## config.mk

```make
export PLATFORM = sky130hd
export DESIGN_NAME = ringDataCache
export DESIGN_NICKNAME = d
export VERILOG_FILES = /design/src/verilog/ringCachePkg.sv /design/src/verilog/ringBusIf.sv /design/src/verilog/ringDataCache.sv /design/src/verilog/cacheControl.sv /design/src/verilog/ringPort.sv /design/src/verilog/lineAccess.sv /design/src/verilog/lineStore.sv
export VERILOG_INCLUDE_DIRS = /design/src /design/src/verilog
export SDC_FILE = /design/constraint.sdc
export NUM_CORES = 2
export LEC_CHECK = 0
export BUFFER_PORTS_ARGS = -buffer_cell sky130_fd_sc_hd__buf_2
export CORE_MARGIN = 2
export CORE_UTILIZATION = 35
export DETAILED_ROUTE_END_ITERATION = 10
export PLACE_DENSITY = 0.53
export SYNTH_ARGS = -nofsm -noshare
export SYNTH_HDL_FRONTEND = slang
export SYNTH_SLANG_ARGS = --single-unit
```

## constraint.sdc

```tcl
create_clock -name clock -period 15.85 [get_ports clock]
set_input_delay 3.17 -clock clock [delete_from_list [all_inputs] [get_ports clock]]
set_output_delay 3.17 -clock clock [all_outputs]
set_load 0.005 [all_outputs]
```

## src/verilog/ringCache_config.svh

```systemverilog
`ifndef RING_CACHE_CONFIG_SVH
`define RING_CACHE_CONFIG_SVH

`define ADDR_BITS          32
`define DATA_BITS          64
`define CACHE_INDEX_BITS   4
`define CACHE_LINES        (1 << `CACHE_INDEX_BITS)
`define LINE_BYTES         16
`define LINE_OFFSET_BITS   4
`define LINE_BITS          (`LINE_BYTES * 8)
`define LINE_TAG_BITS      (`ADDR_BITS - `CACHE_INDEX_BITS - `LINE_OFFSET_BITS)

`define RING_NODE_ID       8'h12
`define RING_ROVER_BITS    4

// responses carry 2'b01 in opm[7:6]
`define RBI_OPM_IDLE       16'h0000
`define RBI_OPM_LDX        16'h0084
`define RBI_OPM_STX        16'h00A4
`define RBI_OPM_RESP_LD    16'h0070
`define RBI_OPM_RESP_ST    16'h0060

`endif
```

## src/verilog/ringCachePkg.sv

```systemverilog
`include "ringCache_config.svh"

package ringCachePkg;

	typedef logic [`ADDR_BITS-1:0] addrWord;
	typedef logic [`DATA_BITS-1:0] dataWord;
	typedef logic [`LINE_BITS-1:0] lineData;
	typedef logic [`CACHE_INDEX_BITS-1:0] lineIndex;
	typedef logic [`LINE_TAG_BITS-1:0] lineTag;
	typedef logic [`LINE_OFFSET_BITS-1:0] byteOffset;

	// {load, store, zext, size[1:0]}
	typedef logic [4:0] memOpm;

	// {nodeId[7:0], 4'h0, rover[3:0]}
	typedef logic [15:0] ringSeq;
	typedef logic [15:0] ringOpm;

	typedef enum logic [2:0]
	{
		idle,
		writeBackSend,
		writeBackWait,
		refillSend,
		refillWait,
		fillWrite
	} controlState;

endpackage

```

## src/verilog/ringBusIf.sv

```systemverilog
`timescale 1ns/100ps

interface ringBusIf;

	ringCachePkg::ringSeq reqSeq;
	ringCachePkg::ringOpm reqOpm;
	ringCachePkg::addrWord reqAddr;
	ringCachePkg::lineData reqData;
	logic reqPending;
	logic reqSent; // one-cycle pulse once the slot is taken
	logic respValid;
	ringCachePkg::lineData respData;
	ringCachePkg::ringSeq respSeq;

	modport node
	(
		input reqSeq, reqOpm, reqAddr, reqData, reqPending,
		output reqSent, respValid, respData, respSeq
	);

	modport client
	(
		output reqSeq, reqOpm, reqAddr, reqData, reqPending,
		input reqSent, respValid, respData, respSeq
	);

endinterface

```

## src/verilog/ringDataCache.sv

```systemverilog
`timescale 1ns/100ps

module ringDataCache
(
	input logic clock,
	input logic rst,
	input ringCachePkg::addrWord addr,
	input ringCachePkg::memOpm opm,
	input ringCachePkg::dataWord storeVal,
	input logic hold,
	output ringCachePkg::dataWord loadVal,
	output logic stall,
	input ringCachePkg::ringSeq ringSeqIn,
	input ringCachePkg::ringOpm ringOpmIn,
	input ringCachePkg::addrWord ringAddrIn,
	input ringCachePkg::lineData ringDataIn,
	output ringCachePkg::ringSeq ringSeqOut,
	output ringCachePkg::ringOpm ringOpmOut,
	output ringCachePkg::addrWord ringAddrOut,
	output ringCachePkg::lineData ringDataOut
);

	ringCachePkg::lineIndex readIndex;
	ringCachePkg::lineIndex writeIndex;
	ringCachePkg::lineTag writeTag;
	ringCachePkg::lineTag readTag;
	ringCachePkg::lineData writeData;
	ringCachePkg::lineData readData;
	ringCachePkg::lineData accessLine;
	ringCachePkg::lineData mergedLine;
	ringCachePkg::byteOffset accessOffset;
	ringCachePkg::memOpm accessOpm;
	ringCachePkg::dataWord accessStoreVal;
	ringCachePkg::dataWord accessLoadVal;
	logic writeEnable;
	logic writeDirty;
	logic writeValid;
	logic readDirty;
	logic readValid;

	ringBusIf ringBus();

	cacheControl cacheCtl
	(
		.clock(clock),
		.rst(rst),
		.addr(addr),
		.opm(opm),
		.storeVal(storeVal),
		.hold(hold),
		.loadVal(loadVal),
		.stall(stall),
		.readIndex(readIndex),
		.writeEnable(writeEnable),
		.writeIndex(writeIndex),
		.writeTag(writeTag),
		.writeDirty(writeDirty),
		.writeValid(writeValid),
		.writeData(writeData),
		.readTag(readTag),
		.readDirty(readDirty),
		.readValid(readValid),
		.readData(readData),
		.accessLine(accessLine),
		.accessOffset(accessOffset),
		.accessOpm(accessOpm),
		.accessStoreVal(accessStoreVal),
		.accessLoadVal(accessLoadVal),
		.mergedLine(mergedLine),
		.bus(ringBus.client)
	);

	lineStore lineMem
	(
		.clock(clock),
		.rst(rst),
		.readIndex(readIndex),
		.writeEnable(writeEnable),
		.writeIndex(writeIndex),
		.writeTag(writeTag),
		.writeDirty(writeDirty),
		.writeValid(writeValid),
		.writeData(writeData),
		.readTag(readTag),
		.readDirty(readDirty),
		.readValid(readValid),
		.readData(readData)
	);

	lineAccess lineAcc
	(
		.line(accessLine),
		.offset(accessOffset),
		.opm(accessOpm),
		.storeVal(accessStoreVal),
		.loadVal(accessLoadVal),
		.mergedLine(mergedLine)
	);

	ringPort ringNode
	(
		.clock(clock),
		.rst(rst),
		.ringSeqIn(ringSeqIn),
		.ringOpmIn(ringOpmIn),
		.ringAddrIn(ringAddrIn),
		.ringDataIn(ringDataIn),
		.ringSeqOut(ringSeqOut),
		.ringOpmOut(ringOpmOut),
		.ringAddrOut(ringAddrOut),
		.ringDataOut(ringDataOut),
		.bus(ringBus.node)
	);

endmodule

```

## src/verilog/cacheControl.sv

```systemverilog
`timescale 1ns/100ps
`include "ringCache_config.svh"

module cacheControl
(
	input logic clock,
	input logic rst,
	input ringCachePkg::addrWord addr,
	input ringCachePkg::memOpm opm,
	input ringCachePkg::dataWord storeVal,
	input logic hold,
	output ringCachePkg::dataWord loadVal,
	output logic stall,
	output ringCachePkg::lineIndex readIndex,
	output logic writeEnable,
	output ringCachePkg::lineIndex writeIndex,
	output ringCachePkg::lineTag writeTag,
	output logic writeDirty,
	output logic writeValid,
	output ringCachePkg::lineData writeData,
	input ringCachePkg::lineTag readTag,
	input logic readDirty,
	input logic readValid,
	input ringCachePkg::lineData readData,
	output ringCachePkg::lineData accessLine,
	output ringCachePkg::byteOffset accessOffset,
	output ringCachePkg::memOpm accessOpm,
	output ringCachePkg::dataWord accessStoreVal,
	input ringCachePkg::dataWord accessLoadVal,
	input ringCachePkg::lineData mergedLine,
	ringBusIf.client bus
);

	ringCachePkg::controlState state;
	ringCachePkg::addrWord stageAddr;
	ringCachePkg::memOpm stageOpm;
	ringCachePkg::dataWord stageStoreVal;
	ringCachePkg::lineIndex stageIndex;
	ringCachePkg::lineTag stageTag;
	ringCachePkg::lineIndex sweepCount;
	ringCachePkg::lineData fillLine;
	logic [`RING_ROVER_BITS-1:0] rover;
	logic sweeping;
	logic stageActive;
	logic hit;
	logic lineReady;
	logic filling;
	logic missStart;
	logic respMatch;

	assign stageIndex = stageAddr[`LINE_OFFSET_BITS +: `CACHE_INDEX_BITS];
	assign stageTag = stageAddr[`ADDR_BITS-1 -: `LINE_TAG_BITS];
	assign stageActive = stageOpm[4] || stageOpm[3];
	assign hit = readValid && (readTag == stageTag);
	assign lineReady = (state == ringCachePkg::idle) && hit;
	assign filling = (state == ringCachePkg::fillWrite);
	assign missStart = (state == ringCachePkg::idle) && stageActive && !hit && !sweeping;
	assign respMatch = bus.respValid && (bus.respSeq == bus.reqSeq);

	assign stall = sweeping || (state != ringCachePkg::idle) || (stageActive && !hit);
	// a stalled or held op keeps its line on the read port
	assign readIndex = (stall || hold) ? stageIndex : addr[`LINE_OFFSET_BITS +: `CACHE_INDEX_BITS];

	assign writeEnable = filling || (lineReady && stageOpm[3]);
	assign writeIndex = stageIndex;
	assign writeTag = stageTag;
	assign writeValid = 1'b1;
	assign writeDirty = !filling; // store hit
	assign writeData = filling ? fillLine : mergedLine;

	assign accessLine = filling ? fillLine : readData;
	assign accessOffset = stageAddr[`LINE_OFFSET_BITS-1:0];
	assign accessOpm = stageOpm;
	assign accessStoreVal = stageStoreVal;

	always_ff @(posedge clock)
	begin
		if (rst)
		begin
			sweeping <= 1'b1; // matches the tag clear in lineStore
			sweepCount <= '0;
		end
		else if (sweeping)
		begin
			sweepCount <= sweepCount + 1'b1;
			if (sweepCount == '1)
				sweeping <= 1'b0;
		end
	end

	always_ff @(posedge clock)
	begin
		if (rst)
			stageOpm <= '0;
		else if (!stall && !hold)
			stageOpm <= opm;
	end

	always_ff @(posedge clock)
	begin
		if (!stall && !hold)
		begin
			stageAddr <= addr;
			stageStoreVal <= storeVal;
		end
		if (!hold && stageOpm[4] && (lineReady || filling))
			loadVal <= accessLoadVal;
	end

	always_ff @(posedge clock)
	begin
		if (rst)
		begin
			state <= ringCachePkg::idle;
			bus.reqPending <= 1'b0;
			rover <= '0;
		end
		else
		begin
			case (state)
				ringCachePkg::idle:
					if (missStart)
					begin
						bus.reqPending <= 1'b1;
						if (readValid && readDirty)
							state <= ringCachePkg::writeBackSend;
						else
							state <= ringCachePkg::refillSend;
					end
				ringCachePkg::writeBackSend:
					if (bus.reqSent)
					begin
						bus.reqPending <= 1'b0;
						rover <= rover + 1'b1;
						state <= ringCachePkg::writeBackWait;
					end
				ringCachePkg::writeBackWait:
					if (respMatch)
					begin
						bus.reqPending <= 1'b1;
						state <= ringCachePkg::refillSend;
					end
				ringCachePkg::refillSend:
					if (bus.reqSent)
					begin
						bus.reqPending <= 1'b0;
						rover <= rover + 1'b1;
						state <= ringCachePkg::refillWait;
					end
				ringCachePkg::refillWait:
					if (respMatch)
						state <= ringCachePkg::fillWrite;
				default:
					state <= ringCachePkg::idle; // fill lands, retry follows
			endcase
		end
	end

	always_ff @(posedge clock)
	begin
		if (missStart)
		begin
			bus.reqSeq <= {`RING_NODE_ID, {(8 - `RING_ROVER_BITS){1'b0}}, rover};
			bus.reqData <= readData;
			if (readValid && readDirty)
			begin
				bus.reqOpm <= `RBI_OPM_STX;
				bus.reqAddr <= {readTag, stageIndex, {`LINE_OFFSET_BITS{1'b0}}};
			end
			else
			begin
				bus.reqOpm <= `RBI_OPM_LDX;
				bus.reqAddr <= {stageTag, stageIndex, {`LINE_OFFSET_BITS{1'b0}}};
			end
		end
		else if ((state == ringCachePkg::writeBackWait) && respMatch)
		begin
			bus.reqSeq <= {`RING_NODE_ID, {(8 - `RING_ROVER_BITS){1'b0}}, rover};
			bus.reqOpm <= `RBI_OPM_LDX;
			bus.reqAddr <= {stageTag, stageIndex, {`LINE_OFFSET_BITS{1'b0}}};
		end

		if ((state == ringCachePkg::refillWait) && respMatch)
			fillLine <= bus.respData;
	end

endmodule

```

## src/verilog/ringPort.sv

```systemverilog
`timescale 1ns/100ps
`include "ringCache_config.svh"

module ringPort
(
	input logic clock,
	input logic rst,
	input ringCachePkg::ringSeq ringSeqIn,
	input ringCachePkg::ringOpm ringOpmIn,
	input ringCachePkg::addrWord ringAddrIn,
	input ringCachePkg::lineData ringDataIn,
	output ringCachePkg::ringSeq ringSeqOut,
	output ringCachePkg::ringOpm ringOpmOut,
	output ringCachePkg::addrWord ringAddrOut,
	output ringCachePkg::lineData ringDataOut,
	ringBusIf.node bus
);

	logic slotIdle;
	logic respMine;
	logic slotFree;
	logic insertReq;

	assign slotIdle = (ringOpmIn == `RBI_OPM_IDLE);
	assign respMine = (ringOpmIn[7:6] == 2'b01) && (ringSeqIn[15:8] == `RING_NODE_ID);
	assign slotFree = slotIdle || respMine; // own responses are consumed
	assign insertReq = slotFree && bus.reqPending && !bus.reqSent;

	always_ff @(posedge clock)
	begin
		if (rst)
		begin
			ringOpmOut <= `RBI_OPM_IDLE;
			ringSeqOut <= '0;
			bus.reqSent <= 1'b0;
			bus.respValid <= 1'b0;
		end
		else
		begin
			bus.reqSent <= insertReq;
			bus.respValid <= respMine;
			if (insertReq)
			begin
				ringOpmOut <= bus.reqOpm;
				ringSeqOut <= bus.reqSeq;
			end
			else if (slotFree)
			begin
				ringOpmOut <= `RBI_OPM_IDLE;
				ringSeqOut <= '0;
			end
			else
			begin
				ringOpmOut <= ringOpmIn; // foreign slot passes through
				ringSeqOut <= ringSeqIn;
			end
		end
	end

	always_ff @(posedge clock)
	begin
		if (insertReq)
		begin
			ringAddrOut <= bus.reqAddr;
			ringDataOut <= bus.reqData;
		end
		else
		begin
			ringAddrOut <= ringAddrIn;
			ringDataOut <= ringDataIn;
		end
		bus.respData <= ringDataIn;
		bus.respSeq <= ringSeqIn;
	end

endmodule

```

## src/verilog/lineAccess.sv

```systemverilog
`timescale 1ns/100ps

module lineAccess
(
	input ringCachePkg::lineData line,
	input ringCachePkg::byteOffset offset,
	input ringCachePkg::memOpm opm,
	input ringCachePkg::dataWord storeVal,
	output ringCachePkg::dataWord loadVal,
	output ringCachePkg::lineData mergedLine
);

	logic [63:0] ex1;
	logic [31:0] ex2;
	logic [15:0] ex3;
	logic [7:0] ex4;
	logic signBit;
	logic [15:0] ins3;
	logic [31:0] ins2;
	logic [63:0] ins1;

	// accesses are naturally aligned, so each stage halves the window
	always_comb
	begin
		ex1 = offset[3] ? line[127:64] : line[63:0];
		ex2 = offset[2] ? ex1[63:32] : ex1[31:0];
		ex3 = offset[1] ? ex2[31:16] : ex2[15:0];
		ex4 = offset[0] ? ex3[15:8] : ex3[7:0];

		case (opm[1:0])
			2'b00: signBit = ex4[7];
			2'b01: signBit = ex3[15];
			2'b10: signBit = ex2[31];
			default: signBit = 1'b0;
		endcase
		signBit = signBit && !opm[2]; // zext clears it

		case (opm[1:0])
			2'b00: loadVal = {{56{signBit}}, ex4};
			2'b01: loadVal = {{48{signBit}}, ex3};
			2'b10: loadVal = {{32{signBit}}, ex2};
			default: loadVal = ex1;
		endcase

		if (opm[1:0] == 2'b00)
		begin
			if (offset[0])
				ins3 = {storeVal[7:0], ex3[7:0]};
			else
				ins3 = {ex3[15:8], storeVal[7:0]};
		end
		else
			ins3 = storeVal[15:0];

		if (opm[1])
			ins2 = storeVal[31:0];
		else if (offset[1])
			ins2 = {ins3, ex2[15:0]};
		else
			ins2 = {ex2[31:16], ins3};

		if (opm[1:0] == 2'b11)
			ins1 = storeVal;
		else if (offset[2])
			ins1 = {ins2, ex1[31:0]};
		else
			ins1 = {ex1[63:32], ins2};

		mergedLine = offset[3] ? {ins1, line[63:0]} : {line[127:64], ins1};
	end

endmodule

```

## src/verilog/lineStore.sv

```systemverilog
`timescale 1ns/100ps
`include "ringCache_config.svh"

module lineStore
(
	input logic clock,
	input logic rst,
	input ringCachePkg::lineIndex readIndex,
	input logic writeEnable,
	input ringCachePkg::lineIndex writeIndex,
	input ringCachePkg::lineTag writeTag,
	input logic writeDirty,
	input logic writeValid,
	input ringCachePkg::lineData writeData,
	output ringCachePkg::lineTag readTag,
	output logic readDirty,
	output logic readValid,
	output ringCachePkg::lineData readData
);

	ringCachePkg::lineTag tagArray [`CACHE_LINES];
	logic validArray [`CACHE_LINES];
	logic dirtyArray [`CACHE_LINES];
	ringCachePkg::lineData dataArray [`CACHE_LINES];

	ringCachePkg::lineIndex sweepIndex;
	logic sweeping;
	logic writeNow;
	logic bypass;

	assign writeNow = writeEnable && !sweeping;
	assign bypass = writeNow && (writeIndex == readIndex); // write-first on same index

	always_ff @(posedge clock)
	begin
		if (rst)
		begin
			sweeping <= 1'b1;
			sweepIndex <= '0;
		end
		else if (sweeping)
		begin
			sweepIndex <= sweepIndex + 1'b1;
			if (sweepIndex == '1)
				sweeping <= 1'b0;
		end
	end

	always_ff @(posedge clock)
	begin
		if (sweeping)
		begin
			validArray[sweepIndex] <= 1'b0;
			dirtyArray[sweepIndex] <= 1'b0;
			tagArray[sweepIndex] <= '0;
		end
		else if (writeNow)
		begin
			validArray[writeIndex] <= writeValid;
			dirtyArray[writeIndex] <= writeDirty;
			tagArray[writeIndex] <= writeTag;
			dataArray[writeIndex] <= writeData;
		end

		if (bypass)
		begin
			readTag <= writeTag;
			readValid <= writeValid;
			readDirty <= writeDirty;
			readData <= writeData;
		end
		else
		begin
			readTag <= tagArray[readIndex];
			readValid <= validArray[readIndex];
			readDirty <= dirtyArray[readIndex];
			readData <= dataArray[readIndex];
		end
	end

endmodule

```

==> impl_metrics.env <==
export IMPL_outcome="completed"
export IMPL_fin_crit_sh_pct=43.0
export IMPL_grt_overflow=0
export IMPL_fmax_mhz=147
export IMPL_min_delay_worst_endpoint="cacheCtl.fillLine[54]$_DFFE_PP_"
export IMPL_grt_pass1_wl_mm=584
export IMPL_first_iter_violations=9233
export IMPL_maxSlewHeadroom_pct=11.7
export IMPL_synthFlopType="edfxtp_1"
export IMPL_coreArea_sq_um=365000
export IMPL_dp_cells=12300
export IMPL_path_cells="buf_12, buf_12, buf_4, mux4_2, mux4_2, mux4_2, o22a_1, a211oi_1, a21oi_1"
export IMPL_ys_ff_latch=3330
export IMPL_clkTransAtPathRegs_ns=0.06
export IMPL_drv_cap=0
export IMPL_critPathKind="flip-flop to flip-flop"
export IMPL_fp_dieH_um=609
export IMPL_finalSetupTns_ns=0
export IMPL_wl_per_cell_um=32.9
export IMPL_ys_warn_count=0
export IMPL_min_path_type="flip-flop to flip-flop"
export IMPL_syn_cell_area_sq_um=128000
export IMPL_worstSetupStartpointType="flip-flop"
export IMPL_synth_area_top_cells="edfxtp_1 68%, mux4_2 8.6%, dfxtp_1 6.5%"
export IMPL_numCtsBuffers=355
export IMPL_cp_depth=9
export IMPL_io_pins=553
export IMPL_syn_to_final_growth_pct=15.9
export IMPL_port_buffers=552
export IMPL_synth_cell_types=91
export IMPL_crit_fanout=83
export IMPL_clock_path_buffers=4
export IMPL_cts_tree="done"
export IMPL_clock_sinks=3330
export IMPL_fin_ws_ns=9.04
export IMPL_crit_arrival_ns=7.34
export IMPL_crit_family="buffers and inverters"
export IMPL_ys_seq_area_share_pct=74.7
export IMPL_final_max_slew_viol_count=0
export IMPL_firstDrtPassIters=7
export IMPL_synthesis_instances=7173
export IMPL_root_buffer="clkbuf_16"
export IMPL_via_per_inst=5.63
export IMPL_drtAntennaViolNets=0
export IMPL_critPathMaxStageDelay_ns=0.83
export IMPL_p_per_area_nw_per_um2=122
export IMPL_synth_edff_count=2913
export IMPL_finalNetCount=8176
export IMPL_antenna_found_initial=39
export IMPL_final_setup_skew_ns=0.0947
export IMPL_tightest_slew_ns=1.32
export IMPL_drive_gt1_share_pct=25.4
export IMPL_reg2regPathDepth=9
export IMPL_finalWirelength_mm=428
export IMPL_reg2reg_slack_ns=9.04
export IMPL_async_flop_share_pct=0
export IMPL_die_w_um=609
export IMPL_grt_start_max_net_pins=172
export IMPL_multi_input_area_sq_um=30000
export IMPL_fin_crit_ns=6.81
export IMPL_cpMaxStageDelayCell="dfxtp_4"
export IMPL_nFillCells=32600
export IMPL_synth_nets=7472
export IMPL_endpoint_kind="flip-flop"
export IMPL_leakagePower_nw=50.0
export IMPL_cpMostUsedCell="mux4_2"
export IMPL_ctsResizeCount=0
export IMPL_postCtsHoldBufs=0
export IMPL_h_tree_depth=5
export IMPL_initial_core_util_pct=35.1
export IMPL_rows=222
export IMPL_dp_slack_ns=8.65
export IMPL_grt_pass1_vias=72100
export IMPL_synth_top_cell_by_area="edfxtp_1"
export IMPL_clock_latency_ns=0.97
export IMPL_setup_violations=0
export IMPL_r2r_end="lineMem.dataArray[10][38]$_DFFE_PP_"
export IMPL_cts_setup_buffers=0
export IMPL_hold_viol=0
export IMPL_dieArea_sq_um=371000
export IMPL_hold_slack_ns=0.352
export IMPL_ir_worst_vdd_mv=0.0934
export IMPL_drcViolationCount=0
export IMPL_avgSynthCellArea_sq_um=17.9
export IMPL_total_power_mw=18.1
export IMPL_final_cells=13000
export IMPL_min_from="ringNode.bus.respData[54]$_DFF_P_"
export IMPL_min_path_cells=0
export IMPL_grt_usage_pct=22.5
export IMPL_regArea_sq_um=95800
export IMPL_rsz0062_at_grt="false"
export IMPL_crit_buf_inv=3
export IMPL_yosysTopAreaCellShare_pct=68.2
export IMPL_vias=73300
export IMPL_hpwl_mm=259
export IMPL_routabilityCongestion=0.873
export IMPL_worstPathRequired_ns=16.38
layout by cell type (no fill, tap or decap), drive strengths merged, types with 39 or more instances in the layout:
cell,count
a211oi,42
a21oi,209
a221o,42
a221oi,55
a22oi,39
a31oi,95
and2,72
and3,115
buf,776
clkbuf,490
clkinv,109
dfxtp,417
diode,47
edfxtp,2913
inv,53
mux2,200
mux2i,304
mux4,520
nand2,734
nand3,40
nor2,260
nor3,42
o21ai,229
o22ai,54
kinds of logic (layout without fill, tap and decap cells):
kind of cell | count (synthesis) | count (layout) | share of synthesized area [%]
buffers and inverters | 473 | 1469 | 2.10
AO/OA/AOI/OAI | 950 | 950 | 4.88
multiplexers | 1024 | 1024 | 13.4
adder cells (fa/ha/maj) | 3 | 3 | 0.0293
XOR/XNOR | 40 | 40 | 0.273
flip-flops | 3330 | 3330 | 74.7
AND/OR/NAND/NOR | 1353 | 1353 | 4.62
other | 0 | 47 | 0
through the flow:
step / instance area, sq um / utilization, %
2_1_floorplan: 128000 / -
3_3_place_gp: 137000 / 37.4
3_5_place_dp: 137000 / 37.4
4_1_cts: 148000 / 40.6
5_1_grt: 149000 / 40.7
6_report: 149000 / 40.7
final cells by class:
| type | instances | share of cell area (%) |
|---|---|---|
| Sequential cell | 3330 | 64.5 |
| Multi-Input combinational cell | 3370 | 20.2 |
| Clock buffer | 490 | 6.65 |
| Tap cell | 4816 | 4.06 |
| Timing Repair Buffer | 776 | 3.13 |
| Clock inverter | 159 | 1.23 |
| Inverter | 44 | 0.134 |
| Antenna cell | 47 | 0.0792 |
how the worst max path moves through the flow:
stage                             from                                   to  slack, ns
after CTS                    flip-flop  lineMem.dataArray[11][75]$_DFFE_PP_       8.92
after floorplan              flip-flop    lineMem.dataArray[4][0]$_DFFE_PP_       0.25
final                        flip-flop  lineMem.dataArray[10][38]$_DFFE_PP_       9.04
after global placement    ringOpmIn[2]     ringNode.ringDataOut[61]$_DFF_P_       8.69
after global routing         flip-flop  lineMem.dataArray[12][38]$_DFFE_PP_       8.77
after detailed placement  ringOpmIn[7]     ringNode.ringDataOut[73]$_DFF_P_       8.65
routing by layer:
layer | part of all wire, % | up-vias | GRT usage [%]
met5 | 0.0021 | - | 0
met4 | 5.9 | 2 | 11.4
met3 | 7.0 | 885 | 3.17
met2 | 48 | 3550 | 36.6
met1 | 39 | 38900 | 29.3
li1 | - | 30000 | -
worst register-to-register path: cells and delay by family (launching register included):
family,cells,cell delay [ns]
mux,3,1.82
buf+inv,3,2.21
flops,1,0.83
compound gates,3,1.55
synth_stat cells, types with 71 or more instances:
| cell | count |
|---|---|
| clkbuf_1 | 182 |
| and3_1 | 115 |
| mux4_2 | 487 |
| and2_1 | 71 |
| nand2_1 | 733 |
| edfxtp_1 | 2913 |
| buf_2 | 92 |
| mux2i_1 | 304 |
| nor2_1 | 260 |
| a21oi_1 | 209 |
| a31oi_1 | 95 |
| o21ai_0 | 216 |
| mux2_2 | 200 |
| dfxtp_1 | 417 |
registers in the layout (all words and copies together) (netlist names), 5 cells and up, named ones only:
name                     flops
lineMem.dataArray         2048
cacheCtl.bus.reqData       128
ringNode.ringAddrOut        32
cacheCtl.accessOpm           5
lineMem.tagArray           384
cacheCtl.stageAddr          32
ringNode.ringSeqOut         16
cacheCtl.accessStoreVal     64
ringNode.ringDataOut       128
ringNode.ringOpmOut         16
lineMem.dirtyArray          16
ringNode.bus.respData      128
cacheCtl.fillLine          128
cacheCtl.loadVal            64
ringNode.bus.respSeq        16
lineMem.validArray          16
cacheCtl.bus.reqAddr        28
where the power goes:
group          leakage [nW]  total, mW  internal, mW  switching [mW]
clock                  5.73       8.42          4.94            3.48
sequential             29.3       9.52          9.48          0.0365
combinational          14.9      0.184        0.0755           0.109
total                  50.0       18.1          14.5            3.63
(Power assumes the default switching activity.)
